<file path="config.mk">
export PLATFORM = sky130hd
export DESIGN_NAME = alu
export DESIGN_NICKNAME = d
export VERILOG_FILES = /design/src/mips_pkg.sv /design/src/alu.sv
export SDC_FILE = /design/constraint.sdc
export NUM_CORES = 1
export LEC_CHECK = 0
export ABC_CLOCK_PERIOD_IN_PS = 6700
export BUFFER_PORTS_ARGS = -buffer_cell sky130_fd_sc_hd__buf_2
export CAP_MARGIN = 25
export CORE_AREA = 2 2 142 144
export DETAILED_ROUTE_END_ITERATION = 8
export DIE_AREA = 0 0 144 146
export RECOVER_POWER = 50
export SYNTH_ARGS = -nofsm -noshare
export SYNTH_HDL_FRONTEND = slang
export SYNTH_SLANG_ARGS = --single-unit
</file>
<file path="constraint.sdc">
create_clock -name vclk -period 6.7
set_input_delay 1.005 -clock vclk [all_inputs]
set_output_delay 1.005 -clock vclk [all_outputs]
set_load 0.02 [all_outputs]
</file>
<file path="src/mips_pkg.sv">
package mips_pkg;

	typedef logic [31:0] word_t;		// Register, operand, data and instruction word
	typedef logic [31:0] addr_t;		// Word address for PC and data
	typedef logic [4:0] reg_addr_t;		// Register index
	typedef logic [5:0] opcode_t;		// Instruction bits 31:26
	typedef logic [5:0] funct_t;		// Instruction bits 5:0

	typedef enum logic [1:0] {PC_BRANCH = 2'd0, PC_JUMP = 2'd1, PC_REG = 2'd2, PC_NEXT = 2'd3} pc_src_t;
	typedef enum logic [1:0] {DST_RT = 2'd0, DST_RD = 2'd1, DST_RA = 2'd2} reg_dst_t;
	typedef enum logic [1:0] {WB_ALU = 2'd0, WB_MEM = 2'd1, WB_RA = 2'd2, WB_MUU = 2'd3} wb_src_t;
	typedef enum logic [1:0] {WE_NONE = 2'd0, WE_ALWAYS = 2'd1, WE_COND = 2'd2} reg_we_t;

	// ALU request from the control unit
	typedef enum logic [3:0] {
		ALUOP_ADD = 4'd0,
		ALUOP_SUB = 4'd1,
		ALUOP_AND = 4'd2,
		ALUOP_OR = 4'd4,
		ALUOP_XOR = 4'd5,
		ALUOP_FUNCT = 4'd6,				// Look at funct field
		ALUOP_GEZ = 4'd7,
		ALUOP_LUI = 4'd9
	} alu_op_t;

	// Operation the ALU actually performs
	typedef enum logic [3:0] {
		ALU_ADD, ALU_SUB, ALU_AND, ALU_OR, ALU_XOR, ALU_NOR,
		ALU_SLT, ALU_SLTU, ALU_LUI, ALU_GEZ, ALU_PASS_B
	} alu_fn_t;

	localparam opcode_t OP_RTYPE = 6'h00;
	localparam opcode_t OP_REGIMM = 6'h01;		// BGEZ and BGEZAL chosen by rt
	localparam opcode_t OP_J = 6'h02;
	localparam opcode_t OP_JAL = 6'h03;
	localparam opcode_t OP_BEQ = 6'h04;
	localparam opcode_t OP_BNE = 6'h05;
	localparam opcode_t OP_ADDI = 6'h08;
	localparam opcode_t OP_ADDIU = 6'h09;
	localparam opcode_t OP_ANDI = 6'h0c;
	localparam opcode_t OP_ORI = 6'h0d;
	localparam opcode_t OP_XORI = 6'h0e;
	localparam opcode_t OP_LUI = 6'h0f;
	localparam opcode_t OP_SPECIAL2 = 6'h1c;	// MUL, MADD, MSUBU
	localparam opcode_t OP_LB = 6'h20;
	localparam opcode_t OP_LW = 6'h23;
	localparam opcode_t OP_SB = 6'h28;
	localparam opcode_t OP_SW = 6'h2b;

	localparam funct_t FN_JR = 6'h08;
	localparam funct_t FN_JALR = 6'h09;
	localparam funct_t FN_MOVN = 6'h0b;
	localparam funct_t FN_MFHI = 6'h10;
	localparam funct_t FN_MFLO = 6'h12;
	localparam funct_t FN_MULT = 6'h18;
	localparam funct_t FN_MULTU = 6'h19;
	localparam funct_t FN_ADD = 6'h20;
	localparam funct_t FN_ADDU = 6'h21;
	localparam funct_t FN_SUB = 6'h22;
	localparam funct_t FN_SUBU = 6'h23;
	localparam funct_t FN_AND = 6'h24;
	localparam funct_t FN_OR = 6'h25;
	localparam funct_t FN_XOR = 6'h26;
	localparam funct_t FN_NOR = 6'h27;
	localparam funct_t FN_SLT = 6'h2a;
	localparam funct_t FN_SLTU = 6'h2b;
	localparam funct_t FN_MADD = 6'h00;		// SPECIAL2 functs
	localparam funct_t FN_MUL = 6'h02;
	localparam funct_t FN_MSUBU = 6'h05;

	localparam reg_addr_t RT_BGEZ = 5'h01;		// REGIMM variants in rt
	localparam reg_addr_t RT_BGEZAL = 5'h11;
	localparam reg_addr_t RA_INDEX = 5'd31;		// Link register

endpackage

</file>
<file path="src/alu.sv">
`timescale 1ns/1ns

module alu
(
	input mips_pkg::word_t a,		// rs value
	input mips_pkg::word_t b,		// rt value or immediate
	input mips_pkg::alu_fn_t alu_fn,	// Operation select
	output mips_pkg::word_t result,		// Operation result
	output logic flag			// Branch condition
);

	always_comb
	begin
		case (alu_fn)
			mips_pkg::ALU_ADD:
				result = a + b;
			mips_pkg::ALU_SUB:
				result = a - b;
			mips_pkg::ALU_AND:
				result = a & b;
			mips_pkg::ALU_OR:
				result = a | b;
			mips_pkg::ALU_XOR:
				result = a ^ b;
			mips_pkg::ALU_NOR:
				result = ~(a | b);
			mips_pkg::ALU_SLT:
				result = {31'b0, $signed(a) < $signed(b)};	// Signed compare
			mips_pkg::ALU_SLTU:
				result = {31'b0, a < b};
			mips_pkg::ALU_LUI:
				result = {b[15:0], 16'b0};	// Immediate to upper half
			mips_pkg::ALU_GEZ:
				result = {31'b0, ~a[31]};
			mips_pkg::ALU_PASS_B:
				result = a;			// MOVN carries rs through
			default:
				result = a + b;
		endcase
	end

	// Zero test serves BEQ/BNE, sign test serves BGEZ
	always_comb
	begin
		if (alu_fn == mips_pkg::ALU_GEZ)
			flag = ~a[31];
		else
			flag = (result == '0);
	end

endmodule

</file>
==> flow_metrics.env <==
export IMPL_ios=101
export IMPL_drv_cap=0
export IMPL_gp_congestion=1.05
export IMPL_grt_pass1_vias=7256
export IMPL_synthCells=968
export IMPL_drt_wl_total_um=28900
export IMPL_grt_overflow=0
export IMPL_synthesis_area_um2=6370
export IMPL_synth_area_leaders="ha_1, inv_1, a21oi_1"
export IMPL_ctsHoldBuffers=0
export IMPL_seq_area_um2=0
export IMPL_slew_headroom=0.320
export IMPL_rows=51
export IMPL_vias_per_cell=6.31
export IMPL_dr_max_layer_used="met4"
export IMPL_yosysWarnings=0
export IMPL_cp_arrival_ns=5.22
export IMPL_synth_most_common_cell="inv_1"
export IMPL_drt_iter0_drc=1143
export IMPL_syn_num_nets=1134
export IMPL_end_kind="primary output"
export IMPL_critical_path_max_fanout=9
export IMPL_start_util=0.330
export IMPL_avgRoutedWirePerCell_um=22.5
export IMPL_crit_type="in2out"
export IMPL_hold_class="in2out"
export IMPL_max_freq_mhz=161
export IMPL_fin_crit_sh=0.929
export IMPL_worstMarginPinSlew_ns=1.01
export IMPL_setup_violations=0
export IMPL_ant_nets=0
export IMPL_dp_hpwl_um=23000
export IMPL_holdWs_ns=2.56
export IMPL_dr_total_vias=8120
export IMPL_area_delta_synth_final_pct=11.0
export IMPL_yosysSeqAreaShare=0
export IMPL_tns_ns=0
export IMPL_hold_violations=0
export IMPL_rsz0062_at_grt="no"
export IMPL_report_final_slew_viol_count=0
export IMPL_cp_num_buf_inv=3
export IMPL_sequential_cell_total=0
export IMPL_status="completed"
export IMPL_cts_resized_gates=0
export IMPL_nNetsFinal=1189
export IMPL_port_buffers=101
export IMPL_critical_path_top_delay_family="compound AO/OA/AOI/OAI gates"
export IMPL_die_h_um=146
export IMPL_ys_types=92
export IMPL_placedInstanceArea_um2=7080
export IMPL_nClkBuffers=0
export IMPL_netlist_area_leader_share=0.188
export IMPL_layout_drive_gt1_share=0.137
export IMPL_met2_length_um=12100
export IMPL_finish_instance_area_um2=7070
export IMPL_yosysTopAreaCell="ha_1"
export IMPL_drc_errors=0
export IMPL_critPathLaunchType="primary input"
export IMPL_synth_area_per_cell_um2=6.58
export IMPL_met1Wirelength_um=12500
export IMPL_post_cts_setup_buffer_count=0
export IMPL_crit_path_top_delay_cell="o31ai_1"
export IMPL_worstPathCellList="buf_2 -> inv_1 -> ha_1 -> and2_1 -> and3_1 -> nor2_1 -> o31ai_1 -> a311oi_1 -> a31oi_1 -> o311ai_0 -> nor4_1 -> nand4_1 -> nand4bb_1 -> o31ai_2 -> buf_2"
export IMPL_antenna_found_initial=0
export IMPL_synthTopCellsByCount="inv_1, ha_1, nor2_1, a21oi_1, nand2_1"
export IMPL_fillers=2171
export IMPL_gr_usage_all_layers=0.262
export IMPL_crit_path_frequent_cell="buf_2"
export IMPL_wl_met3_um=2960
export IMPL_grt_pass1_wl_um=43200
export IMPL_grt_start_max_net_pins=34
export IMPL_cp_data_required_time_ns=5.69
export IMPL_die_area_um2=21000
export IMPL_firstDrtPassIters=6
export IMPL_critPathMaxStageDelay_ns=0.86
export IMPL_period_needed_ns=6.22
export IMPL_die_width_um=144
export IMPL_core_um2=19300
export IMPL_fin_util=0.366
stage by stage:
step / worst slack, ns / cells
4_1_cts: 0.592 / 1285
2_1_floorplan: 1.67 / 968
6_report: 0.475 / 1287
5_1_grt: 0.299 / 1286
3_3_place_gp: 0.649 / 1285
3_5_place_dp: 0.599 / 1285
area by class of cell:
cell class / count / area (µm²) / share of cell area
multi-input combinational: 800 / 5730 / 0.810
timing repair buffer: 119 / 626 / 0.0884
inverter: 102 / 383 / 0.0541
tap: 265 / 332 / 0.0469
antenna: 1 / 2.50 / 0.000354
cells by family after synthesis:
kind of cell               count (synthesis)  synth area share
AOI/OAI and AO/OA                        368             0.416
adders and majority gates                 98             0.195
buffers and inverters                    168             0.109
and+or+nand+nor                          316             0.253
xor gates and xnor gates                   7           0.00962
muxes                                     11            0.0177
cells in the final DEF, fill, tap and decap left out, types with 5 or more instances in the layout:
cell	Yosys	final
inv_1	101	101
nand2b_1	11	11
o221ai_1	9	9
and3_1	6	6
nor2b_1	21	21
a21o_1	14	14
a221oi_1	16	16
o211ai_1	11	11
nand4_1	16	16
o22ai_1	16	16
mux2i_1	9	9
or4_1	6	6
a221o_1	7	7
clkbuf_1	35	13
a211oi_1	9	9
nor4_1	9	9
nor2_1	92	92
o2111ai_1	5	5
a21oi_1	72	72
a31oi_1	16	16
buf_2	21	89
o21ai_1	5	5
o31ai_1	20	21
nand2_1	63	63
and2_1	8	8
nand3_1	27	27
ha_1	96	96
buf_4	2	16
o21ai_0	55	55
a211o_1	6	6
o21bai_1	8	8
nor3_1	24	23
or3_1	8	8
a22oi_1	29	29
final timing paths:
path	startpoint	slack, ns	depth (start not counted)	endpoint
worst max-delay path	b[4]	0.48	15	flag
worst min-delay path	a[25]	2.56	4	result[25]
layer usage:
metal | vias to the layer above | global-route usage
li1 | 3733 | -
met1 | 3826 | 0.380
met2 | 477 | 0.386
met3 | 84 | 0.0378
met4 | 0 | 0.101
met5 | - | 0
