--- config.mk ---
export PLATFORM = sky130hd
export DESIGN_NAME = reg_file
export DESIGN_NICKNAME = d
export VERILOG_FILES = /design/src/mips_pkg.sv /design/src/reg_file.sv
export SDC_FILE = /design/constraint.sdc
export NUM_CORES = 2
export LEC_CHECK = 0
export ABC_AREA = 1
export BUFFER_PORTS_ARGS = -buffer_cell sky130_fd_sc_hd__buf_2
export CORE_MARGIN = 2
export CORE_UTILIZATION = 35
export DETAILED_ROUTE_END_ITERATION = 10
export PLACE_DENSITY = 0.61
export SLEW_MARGIN = 20
export SYNTH_ARGS = -nofsm -noshare
export SYNTH_HDL_FRONTEND = slang
export SYNTH_SLANG_ARGS = --single-unit
--- constraint.sdc ---
create_clock -name clk -period 2.38 [get_ports clk]
set_input_delay 0.238 -clock clk [delete_from_list [all_inputs] [get_ports clk]]
set_output_delay 0.238 -clock clk [all_outputs]
set_load 0.02 [all_outputs]
--- src/mips_pkg.sv ---
package mips_pkg;

	typedef logic [31:0] word_t;		// Register, operand, data and instruction word
	typedef logic [31:0] addr_t;		// Word address for PC and data
	typedef logic [4:0] reg_addr_t;		// Register index
	typedef logic [5:0] opcode_t;		// Instruction bits 31:26
	typedef logic [5:0] funct_t;		// Instruction bits 5:0

	typedef enum logic [1:0] {PC_BRANCH = 2'd0, PC_JUMP = 2'd1, PC_REG = 2'd2, PC_NEXT = 2'd3} pc_src_t;
	typedef enum logic [1:0] {DST_RT = 2'd0, DST_RD = 2'd1, DST_RA = 2'd2} reg_dst_t;
	typedef enum logic [1:0] {WB_ALU = 2'd0, WB_MEM = 2'd1, WB_RA = 2'd2, WB_MUU = 2'd3} wb_src_t;
	typedef enum logic [1:0] {WE_NONE = 2'd0, WE_ALWAYS = 2'd1, WE_COND = 2'd2} reg_we_t;

	// ALU request from the control unit
	typedef enum logic [3:0] {
		ALUOP_ADD = 4'd0,
		ALUOP_SUB = 4'd1,
		ALUOP_AND = 4'd2,
		ALUOP_OR = 4'd4,
		ALUOP_XOR = 4'd5,
		ALUOP_FUNCT = 4'd6,				// Look at funct field
		ALUOP_GEZ = 4'd7,
		ALUOP_LUI = 4'd9
	} alu_op_t;

	// Operation the ALU actually performs
	typedef enum logic [3:0] {
		ALU_ADD, ALU_SUB, ALU_AND, ALU_OR, ALU_XOR, ALU_NOR,
		ALU_SLT, ALU_SLTU, ALU_LUI, ALU_GEZ, ALU_PASS_B
	} alu_fn_t;

	localparam opcode_t OP_RTYPE = 6'h00;
	localparam opcode_t OP_REGIMM = 6'h01;		// BGEZ and BGEZAL chosen by rt
	localparam opcode_t OP_J = 6'h02;
	localparam opcode_t OP_JAL = 6'h03;
	localparam opcode_t OP_BEQ = 6'h04;
	localparam opcode_t OP_BNE = 6'h05;
	localparam opcode_t OP_ADDI = 6'h08;
	localparam opcode_t OP_ADDIU = 6'h09;
	localparam opcode_t OP_ANDI = 6'h0c;
	localparam opcode_t OP_ORI = 6'h0d;
	localparam opcode_t OP_XORI = 6'h0e;
	localparam opcode_t OP_LUI = 6'h0f;
	localparam opcode_t OP_SPECIAL2 = 6'h1c;	// MUL, MADD, MSUBU
	localparam opcode_t OP_LB = 6'h20;
	localparam opcode_t OP_LW = 6'h23;
	localparam opcode_t OP_SB = 6'h28;
	localparam opcode_t OP_SW = 6'h2b;

	localparam funct_t FN_JR = 6'h08;
	localparam funct_t FN_JALR = 6'h09;
	localparam funct_t FN_MOVN = 6'h0b;
	localparam funct_t FN_MFHI = 6'h10;
	localparam funct_t FN_MFLO = 6'h12;
	localparam funct_t FN_MULT = 6'h18;
	localparam funct_t FN_MULTU = 6'h19;
	localparam funct_t FN_ADD = 6'h20;
	localparam funct_t FN_ADDU = 6'h21;
	localparam funct_t FN_SUB = 6'h22;
	localparam funct_t FN_SUBU = 6'h23;
	localparam funct_t FN_AND = 6'h24;
	localparam funct_t FN_OR = 6'h25;
	localparam funct_t FN_XOR = 6'h26;
	localparam funct_t FN_NOR = 6'h27;
	localparam funct_t FN_SLT = 6'h2a;
	localparam funct_t FN_SLTU = 6'h2b;
	localparam funct_t FN_MADD = 6'h00;		// SPECIAL2 functs
	localparam funct_t FN_MUL = 6'h02;
	localparam funct_t FN_MSUBU = 6'h05;

	localparam reg_addr_t RT_BGEZ = 5'h01;		// REGIMM variants in rt
	localparam reg_addr_t RT_BGEZAL = 5'h11;
	localparam reg_addr_t RA_INDEX = 5'd31;		// Link register

endpackage

--- src/reg_file.sv ---
`timescale 1ns/1ns

module reg_file
(
	input logic clk,
	input logic reset,
	input mips_pkg::reg_addr_t rs_addr,	// First read port
	input mips_pkg::reg_addr_t rt_addr,	// Second read port
	input mips_pkg::reg_addr_t wr_addr,	// Write port index
	input mips_pkg::word_t wr_data,
	input logic wr_en,
	output mips_pkg::word_t rs_data,
	output mips_pkg::word_t rt_data
);

	mips_pkg::word_t regs [32];		// General registers

	always_ff @(posedge clk)
	begin
		if (reset)
		begin
			for (int i = 0; i < 32; i++)
				regs[i] <= '0;		// Whole file starts at zero
		end
		else if (wr_en && wr_addr != '0)	// $zero is never written
		begin
			regs[wr_addr] <= wr_data;
		end
	end

	// Asynchronous reads, $zero forced
	assign rs_data = (rs_addr == '0) ? '0 : regs[rs_addr];
	assign rt_data = (rt_addr == '0) ? '0 : regs[rt_addr];

endmodule

==> metrics.md <==
| Metric | Value |
|---|---|
| Outcome | finished with violations |
| Violated checks | negative setup slack |
| Static leakage | 27.5 nW |
| Maximum Capacitance Violations | 0 |
| Leading cell types by count after synthesis | 2082 x sky130_fd_sc_hd__nand2_1, 1787 x sky130_fd_sc_hd__nor2_1, 1024 x sky130_fd_sc_hd__edfxtp_1 |
| Initial core utilization | 35.2% |
| IO Port Bufs | 113 |
| Worst Max-Slew Pin Slew | 0.760 ns |
| Proportion of netlist area held by the largest area contributor | 54.4% |
| Data required, critical path | 2.14 ns |
| Cell family with most CP delay | compound AO/OA/AOI/OAI gates |
| Final layout net count | 7327 |
| Cell area after layout | 0.0673 mm^2 |
| Critical-path cell list | o211ai_1 -> a21oi_2 -> nor2_1 -> nand2_1 -> nand2_2 -> nor2_4 -> buf_6 |
| CTS Sinks | 1024 |
| Headroom to the max-slew limit | 49.4% |
| Post-layout minimum cycle time | 2.43 ns |
| Total number of vias | 54500 |
| TritonCTS clock tree | done |
| Synth Area in Adders | 0% |
| Post-detailed-route wirelength per cell | 24.9 um |
| Chip Height | 406 um |
| Synth Register Bits | 1024 |
| Type of destination of the critical path | output port |
| Slowest CP cell | sky130_fd_sc_hd__o211ai_1 |
| Number of global-route vias before repair | 50700 |
| Sequential area share after synthesis | 54.4% |
| Register containing the most flip-flops in the final layout | regs |
| Count of final max-slew check failures | 0 |
| Max reg flops | 1024 |
| Least setup slack across all paths after layout | -0.0548 ns |
| Number of enable flip-flop cells after synthesis | 1024 |
| Fraction of final layout cells with drive strength greater than 1 | 13.4% |
| CTS clock-pin slew for the worst setup and hold paths | 0.07 ns |
| Share of synthesized registers carrying an async set or reset | 0% |
| Final-layout setup total negative slack | -0.133 ns |
| Wire length of the first global-routing pass | 343000 um |
| Number of standard cells after synthesis | 7252 |
| RSZ-0062 raised after global routing | true |
| Number of warning messages in the yosys log | 0 |
| Peak clock frequency supported by timing | 411 MHz |
| Data arrival time of the critical path | 2.20 ns |
| Overall routed net length | 237000 um |
| Buffer depth of the longest clock path | 3 |
| Power density cells | 697 mW/mm^2 |
| Final Hold Fails | 0 |
| Post-synthesis cell type with the largest combined area | sky130_fd_sc_hd__edfxtp_1 |
| Post-DR vias/cell | 5.71 |
| Floorplan core area | 0.160 mm^2 |
| Nature of the critical path startpoint | register |
| Top-level I/O count | 114 |
| Placed wire-length estimate | 145000 um |
| Chip Width | 406 um |
| Main combinational cell family by area after synthesis | simple AND/OR/NAND/NOR gates |
| Share of the synthesized area in compound gates (AO/OA/AOI/OAI) | 5.25% |
| Portion of netlist area occupied by mux cells | 0% |
| Cts bufs inserted | 108 |
| Number of rows in the core area | 147 |
| Final setup violating endpoints | 3 |
| Area share of xor/xnor cells in the synthesized design | 0% |
| Min-Delay Path Class | in -> reg |
| Mean post-synth cell area | 7.79 um^2 |
| Global Route Usage Sum | 28.2% |
| Period utilization | 102% |
| Maximum number of pins on one net before global-route repair | 77 |
| Iteration-0 DRC count of the detailed router | 9339 |
| Largest registers ranked by flip-flop count | regs x1024 |
| Critical path fanouts, max | 2 |
| Worst supply voltage drop on vdd | 0.606 mV |
| Final routed DRC violation total | 0 |
| Worst path max stage delay | 0.50 ns |
| Post-place instance area | 0.0623 mm^2 |
| H-tree depth reported by CTS | 3 |
| Number of fillers in the final layout | 15700 |
| Die area | 0.165 mm^2 |
| Number of buffer and inverter stages on the critical path | 1 |
| Area grow syn2layout | 19.0% |
| Initial DRT Pass Iterations | 6 |
| Final GP Congestion | 0.945 |
| GR Overflow Total | 0 |
| Number of antenna violations at the first check in global routing | 3 |
| Buffer cell driving the clock tree root | sky130_fd_sc_hd__clkbuf_16 |
| Cell types with the largest area share after synthesis | sky130_fd_sc_hd__edfxtp_1 54%, sky130_fd_sc_hd__nand2_1 14%, sky130_fd_sc_hd__nor2_1 12%, sky130_fd_sc_hd__nand3_1 8.7%, sky130_fd_sc_hd__o21ai_0 3.5% |
| Basic-gate share of the synthesized area counting and, or, nand and nor cells | 34.5% |
| Most instantiated library cell after synthesis | sky130_fd_sc_hd__nand2_1 |
| Number of library cell types mapped by synthesis | 19 |
| Post-cts hold buffer count | 0 |
| Final Power | 46.9 mW |
| Remaining number of nets flagged by the antenna check after routing | 0 |
| Predominant post-synthesis flop cell | sky130_fd_sc_hd__edfxtp_1 |
| Type of the worst setup path | reg -> out |
| Mapped Area | 0.0565 mm^2 |
| Post-Place Setup Slack | -0.0660 ns |
## metrics by stage
stage / instances / hold slack (ns) / util (%)
detailed placement: 9326 / 0.834 / 38.8
floorplan: 7283 / 0.477 / -
global route: 9528 / 0.0967 / 41.9
CTS: 9523 / 0.0419 / 41.4
finish: 9529 / 0.0716 / 41.9
global placement: 9326 / 0.823 / 38.8
## kinds of logic after synthesis
family          after synthesis
compound gates              582
buf+inv                     783
flops                      1024
other cells                   1
simple gates               4862
## per-layer routing
layer / GRT usage [%] / wire length [um] / vias to the layer above
met5: 0 / 30 / -
met4: 14.7 / 12900 / 4
met3: 6.79 / 32100 / 734
met2: 43.2 / 105000 / 4142
met1: 37.0 / 87300 / 25700
li1: - / - / 23800
## final cells by class
type / instances / area, um^2 / area share, %
Sequential cell: 1024 / 30700 / 45.7
Multi-Input combinational cell: 5476 / 23700 / 35.3
Timing Repair Buffer: 511 / 5760 / 8.56
Clock buffer: 132 / 2880 / 4.28
Tap cell: 2160 / 2700 / 4.02
Clock inverter: 69 / 828 / 1.23
Inverter: 156 / 623 / 0.926
Antenna cell: 1 / 2.50 / 0.00372
## where the power goes
group | internal, mW | leakage (nW) | switching (mW)
clock network | 10.5 | 1.80 | 7.64
registers | 20.8 | 9.75 | 0.539
logic | 2.27 | 16.0 | 5.05
## placed cells by master (no fill, tap or decap), drive strengths merged
| master | n |
|---|---|
| o211ai | 22 |
| a21oi | 123 |
| nand3 | 984 |
| conb | 32 |
| clkbuf | 132 |
| nand4 | 1 |
| clkinvlp | 5 |
| nor2 | 1787 |
| nand2 | 2082 |
| clkinv | 46 |
| edfxtp | 1024 |
| diode | 1 |
| nor3 | 8 |
| o21ai | 437 |
| buf | 511 |
| bufinv | 18 |
| inv | 156 |
## worst paths after layout
| kind | startpoint | endpoint | slack (ns) | cells after the start |
|---|---|---|---|---|
| max | regs[7][15] | rt_data[15] | -0.05 | 7 |
| min | wr_data[9] | regs[16][9] | 0.07 | 4 |
## repair_timing
action	CTS	global route
pin swaps	48	148
setup endpoints to repair	55	63
gates resized for setup	171	262
setup buffers	0	7
No activity file was read; power rests on OpenSTA's default activity.
