<file path="config.mk">
export PLATFORM = sky130hd
export DESIGN_NAME = alu_control
export DESIGN_NICKNAME = d
export VERILOG_FILES = /design/src/mips_pkg.sv /design/src/alu_control.sv
export SDC_FILE = /design/constraint.sdc
export NUM_CORES = 1
export LEC_CHECK = 0
export BUFFER_PORTS_ARGS = -buffer_cell sky130_fd_sc_hd__buf_2
export CAP_MARGIN = 25
export CORE_AREA = 4 4 41 43
export DETAILED_ROUTE_END_ITERATION = 8
export DIE_AREA = 0 0 45 47
export GPL_TIMING_DRIVEN = 0
export PLACE_DENSITY_LB_ADDON = 0.2
export SLEW_MARGIN = 20
export SYNTH_ARGS = -nofsm -noshare
export SYNTH_HDL_FRONTEND = slang
export SYNTH_SLANG_ARGS = --single-unit
</file>
<file path="constraint.sdc">
create_clock -name vclk -period 1.3
set_clock_uncertainty 0.2 [all_clocks]
set_input_delay 0.195 -clock vclk [all_inputs]
set_output_delay 0.195 -clock vclk [all_outputs]
set_load 0.02 [all_outputs]
</file>
<file path="src/mips_pkg.sv">
package mips_pkg;

	typedef logic [31:0] word_t;		// Register, operand, data and instruction word
	typedef logic [31:0] addr_t;		// Word address for PC and data
	typedef logic [4:0] reg_addr_t;		// Register index
	typedef logic [5:0] opcode_t;		// Instruction bits 31:26
	typedef logic [5:0] funct_t;		// Instruction bits 5:0

	typedef enum logic [1:0] {PC_BRANCH = 2'd0, PC_JUMP = 2'd1, PC_REG = 2'd2, PC_NEXT = 2'd3} pc_src_t;
	typedef enum logic [1:0] {DST_RT = 2'd0, DST_RD = 2'd1, DST_RA = 2'd2} reg_dst_t;
	typedef enum logic [1:0] {WB_ALU = 2'd0, WB_MEM = 2'd1, WB_RA = 2'd2, WB_MUU = 2'd3} wb_src_t;
	typedef enum logic [1:0] {WE_NONE = 2'd0, WE_ALWAYS = 2'd1, WE_COND = 2'd2} reg_we_t;

	// ALU request from the control unit
	typedef enum logic [3:0] {
		ALUOP_ADD = 4'd0,
		ALUOP_SUB = 4'd1,
		ALUOP_AND = 4'd2,
		ALUOP_OR = 4'd4,
		ALUOP_XOR = 4'd5,
		ALUOP_FUNCT = 4'd6,				// Look at funct field
		ALUOP_GEZ = 4'd7,
		ALUOP_LUI = 4'd9
	} alu_op_t;

	// Operation the ALU actually performs
	typedef enum logic [3:0] {
		ALU_ADD, ALU_SUB, ALU_AND, ALU_OR, ALU_XOR, ALU_NOR,
		ALU_SLT, ALU_SLTU, ALU_LUI, ALU_GEZ, ALU_PASS_B
	} alu_fn_t;

	localparam opcode_t OP_RTYPE = 6'h00;
	localparam opcode_t OP_REGIMM = 6'h01;		// BGEZ and BGEZAL chosen by rt
	localparam opcode_t OP_J = 6'h02;
	localparam opcode_t OP_JAL = 6'h03;
	localparam opcode_t OP_BEQ = 6'h04;
	localparam opcode_t OP_BNE = 6'h05;
	localparam opcode_t OP_ADDI = 6'h08;
	localparam opcode_t OP_ADDIU = 6'h09;
	localparam opcode_t OP_ANDI = 6'h0c;
	localparam opcode_t OP_ORI = 6'h0d;
	localparam opcode_t OP_XORI = 6'h0e;
	localparam opcode_t OP_LUI = 6'h0f;
	localparam opcode_t OP_SPECIAL2 = 6'h1c;	// MUL, MADD, MSUBU
	localparam opcode_t OP_LB = 6'h20;
	localparam opcode_t OP_LW = 6'h23;
	localparam opcode_t OP_SB = 6'h28;
	localparam opcode_t OP_SW = 6'h2b;

	localparam funct_t FN_JR = 6'h08;
	localparam funct_t FN_JALR = 6'h09;
	localparam funct_t FN_MOVN = 6'h0b;
	localparam funct_t FN_MFHI = 6'h10;
	localparam funct_t FN_MFLO = 6'h12;
	localparam funct_t FN_MULT = 6'h18;
	localparam funct_t FN_MULTU = 6'h19;
	localparam funct_t FN_ADD = 6'h20;
	localparam funct_t FN_ADDU = 6'h21;
	localparam funct_t FN_SUB = 6'h22;
	localparam funct_t FN_SUBU = 6'h23;
	localparam funct_t FN_AND = 6'h24;
	localparam funct_t FN_OR = 6'h25;
	localparam funct_t FN_XOR = 6'h26;
	localparam funct_t FN_NOR = 6'h27;
	localparam funct_t FN_SLT = 6'h2a;
	localparam funct_t FN_SLTU = 6'h2b;
	localparam funct_t FN_MADD = 6'h00;		// SPECIAL2 functs
	localparam funct_t FN_MUL = 6'h02;
	localparam funct_t FN_MSUBU = 6'h05;

	localparam reg_addr_t RT_BGEZ = 5'h01;		// REGIMM variants in rt
	localparam reg_addr_t RT_BGEZAL = 5'h11;
	localparam reg_addr_t RA_INDEX = 5'd31;		// Link register

endpackage

</file>
<file path="src/alu_control.sv">
`timescale 1ns/1ns

module alu_control
(
	input mips_pkg::alu_op_t op_alu,	// Request from control unit
	input mips_pkg::funct_t funct,		// R-type function field
	output mips_pkg::alu_fn_t alu_fn	// Operation for the ALU
);

	always_comb
	begin
		case (op_alu)
			mips_pkg::ALUOP_ADD: alu_fn = mips_pkg::ALU_ADD;
			mips_pkg::ALUOP_SUB: alu_fn = mips_pkg::ALU_SUB;
			mips_pkg::ALUOP_AND: alu_fn = mips_pkg::ALU_AND;
			mips_pkg::ALUOP_OR: alu_fn = mips_pkg::ALU_OR;
			mips_pkg::ALUOP_XOR: alu_fn = mips_pkg::ALU_XOR;
			mips_pkg::ALUOP_GEZ: alu_fn = mips_pkg::ALU_GEZ;
			mips_pkg::ALUOP_LUI: alu_fn = mips_pkg::ALU_LUI;
			mips_pkg::ALUOP_FUNCT:
			begin
				case (funct)
					mips_pkg::FN_ADD, mips_pkg::FN_ADDU:
						alu_fn = mips_pkg::ALU_ADD;	// No overflow trap
					mips_pkg::FN_SUB, mips_pkg::FN_SUBU:
						alu_fn = mips_pkg::ALU_SUB;
					mips_pkg::FN_AND: alu_fn = mips_pkg::ALU_AND;
					mips_pkg::FN_OR: alu_fn = mips_pkg::ALU_OR;
					mips_pkg::FN_XOR: alu_fn = mips_pkg::ALU_XOR;
					mips_pkg::FN_NOR: alu_fn = mips_pkg::ALU_NOR;
					mips_pkg::FN_SLT: alu_fn = mips_pkg::ALU_SLT;
					mips_pkg::FN_SLTU: alu_fn = mips_pkg::ALU_SLTU;
					mips_pkg::FN_MOVN:
						alu_fn = mips_pkg::ALU_PASS_B;	// Moves rs to rd
					default:
						alu_fn = mips_pkg::ALU_ADD;	// JR, JALR and multiply functs
				endcase
			end
			default: alu_fn = mips_pkg::ALU_ADD;
		endcase
	end

endmodule

</file>
==> results of run 1 <==
==> metal layers <==
| layer | part of all wire | up-vias | global-route usage |
|---|---|---|---|
| met5 | 0 | - | 0 |
| met4 | 0 | 0 | 0 |
| met3 | 0.041 | 0 | 0.00766 |
| met2 | 0.57 | 5 | 0.133 |
| met1 | 0.39 | 135 | 0.0764 |
| li1 | - | 153 | - |
==> layout by cell type, fill, tap and decap left out, types with 2 or more instances in the layout <==
cell type and instances:
buf_2 6, inv_1 2, or4b_4 2, buf_6 6, buf_4 5, buf_8 3
==> how the worst min path moves through the flow <==
stage	slack, ns	endpoint	cells after the start
after global placement	0.56	alu_fn[3]	3
after global routing	0.58	alu_fn[3]	3
after CTS	0.55	alu_fn[3]	3
final	0.56	alu_fn[3]	3
after detailed placement	0.55	alu_fn[3]	3
after floorplan	0.38	alu_fn[0]	2
==> per-stage QoR <==
step / hold slack [ns] / utilization / setup WS [ns] / power, mW / TNS [ns]
2_1_floorplan: 0.375 / - / -0.145 / 0.0477 / -0.177
3_3_place_gp: 0.556 / 0.227 / -0.367 / 0.0856 / -0.783
3_5_place_dp: 0.552 / 0.227 / -0.364 / 0.0846 / -0.767
4_1_cts: 0.552 / 0.271 / -0.267 / 0.104 / -0.663
5_1_grt: 0.575 / 0.341 / -0.276 / 0.145 / -0.776
6_report: 0.561 / 0.341 / -0.253 / 0.134 / -0.682
==> where the power goes <==
group	internal, mW	total, mW	switching [mW]
Sequential	0	0	0
Clock	0	0	0
Combinational	0.0744	0.134	0.0595
Total	0.0744	0.134	0.0595
==> cells by family after synthesis <==
group	Yosys count	share of synthesized area
xor+xnor	1	0.0455
compound gates	9	0.338
buf+inv	4	0.0974
simple gates	14	0.520
==> worst min-delay path, delay by kind of cell <==
family | cells | cell delay, ns
AOI/OAI and AO/OA | 1 | 0.11
buffers and inverters | 2 | 0.26
==> layout make-up <==
type,count,area share
repair buffers,19,0.380
plain buffers,1,0.0254
multi-input cells,24,0.527
inverters,3,0.0254
well taps,15,0.0423
==> repair_timing <==
item,in CTS,in global routing
endpoints found under the setup margin,4,4
setup buffers,3,3
gates resized for setup,11,15
pin swaps,2,5
==> metrics.yaml, run 1 <==
power_and_ir_drop:
  peakVddDrop_uv: 88.1
  cellLeakagePower_nw: 0.196
  power_density_nw_per_um2: 301
route:
  drt-total-wl_um: 757
  dr.pass1.iters: 2
  num_vias: 293
  route.detailed.drc: 0
  ant_nets: 0
  viasPerCell: 4.73
  drtIter0Drc: 1
  post_drt_wl_per_cell_um: 12.2
cells_and_area:
  fin_nets: 59
  final_cells: 62
  antenna_cells: 0
  numSequentialCells: 0
  multi_input_area_um2: 234
  ff_latch_area_um2: 0
  fin_area_um2: 444
  area_growth_pct: 131
  drive_gt1_frac: 0.638
  clock_buffers: 0
  n_fill_cell: 145
timing:
  setup_ws_ns: -0.253
  setup_viol: 3
  post-route-min-period_ns: 1.55
  max_slew.worst_pin.slew_ns: 0.304
  relSlewSlack: 0.794
  hold_viol: 0
  slew_violations: 0
  fin_crit_sh: 1.19
  max_freq_mhz: 644
  rsz0062_at_grt: "yes"
floorplan:
  num_rows: 13
  io_pins: 14
  dieArea_um2: 2120
  die_y_um: 47
  fp.dieW_um: 45
  start_util: 0.148
  core-area_um2: 1300
critical_path:
  cp_max_fo: 2
  max_stage_delay_ns: 0.52
  cp.buffers_inverters: 2
  critPathLaunchType: "primary input"
  end_kind: "output pin"
  critPathTopFamily: "simple AND/OR/NAND/NOR gates"
  crit_required_ns: 0.90
  crit_path_top_delay_cell: "or4b_4"
  critical_path_class: "in -> out"
  crit_end: "alu_fn[0]"
  path_cells: "buf_8 > or4b_4 > o311a_4 > o21ai_4 > buf_6"
  path_depth: 5
  worst-endpoint-arrival_ns: 1.16
  critPathLaunch: "op_alu[0]"
logic_synthesis:
  netlist.top_cell.by_area: "or4b_1"
  syn_area_um2: 193
  synthCells: 28
  synth_fp_nets: 38
  seq_area_frac_synth: 0
  syn_area_per_cell_um2: 6.88
  synthTopCellsByArea: "or4b_1 (10%), nand2b_1 (6.5%), o311a_1 (5.2%)"
  synth.distinct_cells: 25
  synth_top_area_share: 0.104
  netlist_top_cells_count: "inv_1 (2), nand2b_1 (2), or4b_1 (2)"
  yosysWarnings: 0
hold_path:
  hold_start: "op_alu[2]"
  hold_path_class: "in -> out"
flow_run:
  drv_cap: 0
placed_design:
  gp_congestion: 0.716
  placed_area_um2: 295
  numPortBuffers: 13
  placed_cells: 56
  place_hpwl_um: 506
global_routing:
  antenna_found_initial: 0
  gr-total-overflow: 0
  grt_max_degree: 10
  grt_pass1_wl_mm: 1.10
  track_usage: 0.0653
  grt_pass1_vias: 262
clock_tree:
  cts_hold_buf: 0
status:
  status: "finished, violations left"
  violations: "negative setup slack"
No activity file was read; power rests on OpenSTA's default activity.
==> inputs of run 2 (changes only) <==
--- a/config.mk
+++ b/config.mk
@@ -5,14 +5,14 @@
 export SDC_FILE = /design/constraint.sdc
 export NUM_CORES = 1
 export LEC_CHECK = 0
+export ABC_AREA = 1
 export BUFFER_PORTS_ARGS = -buffer_cell sky130_fd_sc_hd__buf_2
 export CAP_MARGIN = 25
 export CORE_AREA = 4 4 41 43
 export DETAILED_ROUTE_END_ITERATION = 8
 export DIE_AREA = 0 0 45 47
-export GPL_TIMING_DRIVEN = 0
 export PLACE_DENSITY_LB_ADDON = 0.2
-export SLEW_MARGIN = 20
+export SLEW_MARGIN = 10
 export SYNTH_ARGS = -nofsm -noshare
 export SYNTH_HDL_FRONTEND = slang
 export SYNTH_SLANG_ARGS = --single-unit
==> run 2 against run 1 <==
Effect of this change:
- setup slack improved by 0.22 ns
- the run still ends with negative setup slack left
- global-route usage rose by 0.71 points
- synthesized cell count rose by 86%
- non-clock buffer count did not move
- sequential cell count did not move
- sequential share of layout area did not move
- maximum frequency rose by 16%
- power rose by 0.82%
==> metrics.yaml, run 2 <==
timing:
  setup_ws_ns: -0.0379  # +0.215 ns
  fin_crit_sh: 1.03  # -0.165
  relSlewSlack: 0.850  # +0.0554
  rsz0062_at_grt: "yes"
  post-route-min-period_ns: 1.34  # -0.215 ns
  max_slew.worst_pin.slew_ns: 0.224  # -0.0806 ns
  hold_viol: 0  # unchanged
  slew_violations: 0  # unchanged
  setup_tns_ns: -0.0486  # +0.634 ns
  max_freq_mhz: 747  # +16%
  setup_viol: 2  # -1
cells_and_area:
  layout_commonest_cell: "nand2_1"
  drive_gt1_frac: 0.569  # -0.0689
  n_fill_cell: 151  # +4.1%
  numSequentialCells: 0  # unchanged
  fin_nets: 84  # +42%
  clock_buffers: 0  # unchanged
  final_cells: 87  # +40%
  area_growth_pct: 114
  multi_input_area_um2: 259  # +11%
  finish.utilization: 0.373  # +0.0317
  antenna_cells: 0  # unchanged
  final_cell_mix: "nand2_1 (12), nor2_1 (8), buf_4 (8)"
  ff_latch_area_um2: 0  # unchanged
global_routing:
  antenna_found_initial: 0  # unchanged
  grt_pass1_wl_mm: 1.21  # +10%
  grt_max_degree: 6  # -4
  gr-total-overflow: 0  # unchanged
  track_usage: 0.0724  # +0.00708
  grt_pass1_vias: 322  # +23%
placed_design:
  place_hpwl_um: 583  # +15%
  numPortBuffers: 14  # +1
  placed_cells: 86  # +54%
  pre_cts_slack_ns: -0.0999  # +0.264 ns
  gp_congestion: 0.662  # -7.5%
logic_synthesis:
  synth_top_area_share: 0.265  # +0.161
  yosysWarnings: 0  # unchanged
  netlist_top_cells_count: "nand2_1 (16), nor2_1 (11), inv_1 (9)"
  seq_area_frac_synth: 0  # unchanged
  syn_area_um2: 226  # +18%
  netlist.top_cell.by_area: "nand2_1"
  synthCells: 52  # +86%
  synth_fp_nets: 62  # +63%
  syn_area_per_cell_um2: 4.36  # -37%
  synth.distinct_cells: 12  # -52%
  synth_most_common_cell: "nand2_1"
  synthTopCellsByArea: "nand2_1 (27%), nor2_1 (18%), inv_1 (15%)"
critical_path:
  critPathLaunchType: "primary input"
  crit_path_top_delay_cell: "nor2_1"
  max_stage_delay_ns: 0.20  # -0.32 ns
  crit_top_cell: "nand2_1"
  worst-endpoint-arrival_ns: 0.94  # -0.22 ns
  end_kind: "output pin"
  crit_required_ns: 0.90  # about the same
  crit_end: "alu_fn[0]"
  cp.buffers_inverters: 2  # unchanged
  critPathLaunch: "op_alu[1]"
  path_cells: "buf_2 > nor2_1 > nand2_1 > nand2_1 > nor2_1 > nand2_1 > buf_6"
  path_depth: 7  # +2
  critPathTopFamily: "simple AND/OR/NAND/NOR gates"
  critical_path_class: "in -> out"
  cp_max_fo: 5  # +3
route:
  post_drt_wl_per_cell_um: 8.91  # -27%
  ant_nets: 0  # unchanged
  drt-total-wl_um: 775  # +2.4%
  route.detailed.drc: 0  # unchanged
  wl_met3_um: 50  # +61%
  viasPerCell: 4.43  # -6.4%
  routed.top_layer: "met3"
  wl_met1_um: 292  # unchanged
  dr_wl_met2_um: 432  # -0.23%
  drtIter0Drc: 2  # +1
  num_vias: 385  # +31%
  dr.pass1.iters: 2  # unchanged
floorplan:
  fp.dieW_um: 45  # unchanged
  io_pins: 14  # unchanged
  start_util: 0.174  # +0.0260
  core-area_um2: 1300  # unchanged
  die_y_um: 47  # unchanged
  dieArea_um2: 2120  # unchanged
  num_rows: 13  # unchanged
hold_path:
  hold_path_class: "in -> out"
power_and_ir_drop:
  power_density_nw_per_um2: 278  # -7.8%
  power.total_mw: 0.135  # +0.82%
  peakVddDrop_uv: 66.1  # -25%
  cellLeakagePower_nw: 0.268  # +37%
flow_run:
  drv_cap: 0  # unchanged
status:
  violations: "negative setup slack"
  status: "finished, violations left"
clock_tree:
  cts_hold_buf: 0  # unchanged
[run 2: cell types whose count changed after synthesis, moves of 2 or more]
cell,change
nand2_1,+16
nor2_1,+10
inv_1,+7
nand3_1,+4
nand2b_1,-2
o21ai_1,+2
or4b_1,-2
[run 2: worst min-delay path by stage]
stage                   start        end  slack, ns  depth (start not counted)
global placement    op_alu[1]  alu_fn[1]       0.60                          4
floorplan            funct[1]  alu_fn[2]       0.39                          2
finish              op_alu[1]  alu_fn[3]       0.61                          4
CTS                 op_alu[1]  alu_fn[1]       0.59                          4
global route        op_alu[1]  alu_fn[1]       0.63                          4
detailed placement  op_alu[1]  alu_fn[1]       0.60                          4
[run 2: per-stage QoR]
| step | hold slack (ns) | instance area [um^2] |
|---|---|---|
| floorplan | 0.387 | 226 |
| global placement | 0.603 | 353 |
| detailed placement | 0.603 | 353 |
| CTS | 0.591 | 432 |
| global route | 0.633 | 485 |
| finish | 0.613 | 485 |
[run 2: what timing repair did]
action                                  4_1_cts  5_1_grt
resized for setup                            25       13
pin swaps                                    11        6
setup buffers                                 0        1
endpoints found under the setup margin        4        4
[run 2: routing by layer]
metal	track usage	vias to the layer above
li1	-	204
met1	0.0854	175
met2	0.144	6
met3	0.0115	0
met4	0	0
met5	0	-
[run 2: logic make-up (layout without fill, tap and decap cells)]
logic type             count (synthesis)  count (layout)  synth area share
AOI/OAI and AO/OA                      4               4            0.0939
buffers and inverters                 10              30             0.166
and+or+nand+nor                       38              38             0.740
[run 2: area by class of cell]
class	count	area share
multi-input cells	42	0.534
repair buffers	20	0.345
inverters	10	0.0825
well taps	15	0.0387
[run 2: where the power goes]
part	leakage, nW	total [mW]	internal (mW)	switching, mW
Sequential	0	0	0	0
Combinational	0.268	0.135	0.0633	0.0717
Clock	0	0	0	0
==> inputs of run 3 (changes only) <==
--- a/config.mk
+++ b/config.mk
@@ -8,6 +8,8 @@
 export ABC_AREA = 1
 export BUFFER_PORTS_ARGS = -buffer_cell sky130_fd_sc_hd__buf_2
 export CAP_MARGIN = 25
+export CELL_PAD_IN_SITES_DETAIL_PLACEMENT = 1
+export CELL_PAD_IN_SITES_GLOBAL_PLACEMENT = 1
 export CORE_AREA = 4 4 41 43
 export DETAILED_ROUTE_END_ITERATION = 8
 export DIE_AREA = 0 0 45 47
==> run 3 against run 2 <==
Effect of this change:
- the flow still finishes with violations (negative setup slack)
- sequential share of layout area unchanged
- count of clock-buffer cells in the layout unchanged
- non-clock buffer count decreased by 2
- critical path type unchanged
==> metrics.yaml, run 3 (same netlist as run 2, synthesis figures left out) <==
global_routing:
  antenna_found_initial: 0  # unchanged
  gr-total-overflow: 0  # unchanged
  grt_pass1_vias: 327  # +1.6%
  grt_max_degree: 6  # unchanged
  track_usage: 0.0889  # +0.0165
  grt_pass1_wl_mm: 1.44  # +19%
route:
  viasPerCell: 4.22  # -4.6%
  drt-total-wl_um: 872  # +13%
  route.detailed.drc: 0  # unchanged
  post_drt_wl_per_cell_um: 10.3  # +15%
  ant_nets: 0  # unchanged
  num_vias: 359  # -6.8%
  drtIter0Drc: 7  # +5
  dr.pass1.iters: 3  # +1
timing:
  slew_violations: 0  # unchanged
  rsz0062_at_grt: "yes"
  setup_viol: 2  # unchanged
  relSlewSlack: 0.872  # +0.0224
  setup_tns_ns: -0.00968  # +0.0389 ns
  post-route-min-period_ns: 1.31  # -0.0293 ns
  hold_viol: 0  # unchanged
  max_freq_mhz: 764  # +2.2%
  fin_crit_sh: 1.01  # -0.0226
  max_slew.worst_pin.slew_ns: 0.191  # -0.0326 ns
  hold_ws_ns: 0.591  # -0.0217 ns
  setup_ws_ns: -0.00854  # +0.0293 ns
cells_and_area:
  numSequentialCells: 0  # unchanged
  layout_commonest_cell: "nand2_1"
  clock_buffers: 0  # unchanged
  final_cell_mix: "nand2_1 (12), nor2_1 (8), buf_6 (8)"
  drive_gt1_frac: 0.543  # -0.0266
  ff_latch_area_um2: 0  # unchanged
  fin_area_um2: 494  # +1.8%
  finish.utilization: 0.380  # +0.00673
  area_growth_pct: 118
  antenna_cells: 0  # unchanged
  n_fill_cell: 186  # +23%
  fin_nets: 82  # -2.4%
power_and_ir_drop:
  power.total_mw: 0.140  # +3.7%
  power_density_nw_per_um2: 283  # +1.8%
  peakVddDrop_uv: 82.3  # +25%
  cellLeakagePower_nw: 0.259  # -3.5%
placed_design:
  numPortBuffers: 14  # unchanged
  place_hpwl_um: 669  # +15%
  placed_area_um2: 345  # -2.1%
  gp_congestion: 0.675  # +1.9%
critical_path:
  critical_path_class: "in -> out"
  end_kind: "output pin"
  crit_end: "alu_fn[0]"
  crit_required_ns: 0.90  # about the same
  critPathLaunchType: "primary input"
  path_cells: "buf_2 > nand2_4 > inv_1 > nand3_1 > nand2_1 > nor2_1 > nand2_1 > buf_6"
  crit_top_cell: "nand2_1"
  cp.buffers_inverters: 3  # +1
  critPathTopFamily: "simple AND/OR/NAND/NOR gates"
  max_stage_delay_ns: 0.13  # -0.07 ns
  path_depth: 8  # +1
  worst-endpoint-arrival_ns: 0.91  # -0.03 ns
  crit_path_top_delay_cell: "buf_2"
  critPathLaunch: "op_alu[2]"
  cp_max_fo: 3  # -2
status:
  violations: "negative setup slack"
  status: "finished, violations left"
floorplan:
  die_y_um: 47  # unchanged
  start_util: 0.174  # unchanged
  core-area_um2: 1300  # unchanged
  dieArea_um2: 2120  # unchanged
  fp.dieW_um: 45  # unchanged
  num_rows: 13  # unchanged
  io_pins: 14  # unchanged
flow_run:
  drv_cap: 0  # unchanged
hold_path:
  hold_path_class: "in -> out"
clock_tree:
  cts_setup_buffers: 0  # unchanged
[run 3: layer usage]
layer	track usage	part of all wire
met5	0	0
met4	0	0
met3	0.00383	0.036
met2	0.167	0.51
met1	0.119	0.45
[run 3: worst min path at each step]
| stage | slack [ns] | startpoint | end | cells past startpoint |
|---|---|---|---|---|
| 2_1_floorplan | 0.39 | funct[1] | alu_fn[2] | 2 |
| 3_3_place_gp | 0.60 | op_alu[1] | alu_fn[1] | 4 |
| 3_5_place_dp | 0.60 | op_alu[1] | alu_fn[1] | 4 |
| 4_1_cts | 0.59 | op_alu[1] | alu_fn[1] | 4 |
| 5_1_grt | 0.63 | op_alu[1] | alu_fn[1] | 4 |
| 6_report | 0.59 | op_alu[1] | alu_fn[1] | 4 |
[run 3: power by group]
part	leakage, nW	internal, mW	switching, mW
clock	0	0	0
combinational	0.259	0.0656	0.0743
sequential	0	0	0
total	0.259	0.0656	0.0743
[run 3: tightest hold or removal path, cell delays in order]
cell and delay (ns):
buf_2 0.13, a31oi_1 0.09, nand2_1 0.07, buf_6 0.11
[run 3: timing repair]
action | in CTS | in global routing
hold buffers | 0 | 0
gates cloned | 0 | 0
pin swaps | 13 | 12
resized for setup | 32 | 13
setup endpoints to repair | 4 | 4
[run 3: layout make-up]
cell class / instances / area [um^2] / area share
Inverter: 10 / 47.5 / 0.0962
Tap cell: 15 / 18.8 / 0.0380
Timing Repair Buffer: 18 / 165 / 0.334
Multi-Input combinational cell: 42 / 263 / 0.532
[run 3: metrics by stage]
stage	setup WS, ns	cells
6_report	-0.00854	85
2_1_floorplan	0.0755	52
5_1_grt	-0.0730	85
3_5_place_dp	-0.104	85
4_1_cts	-0.0196	85
3_3_place_gp	-0.0954	85
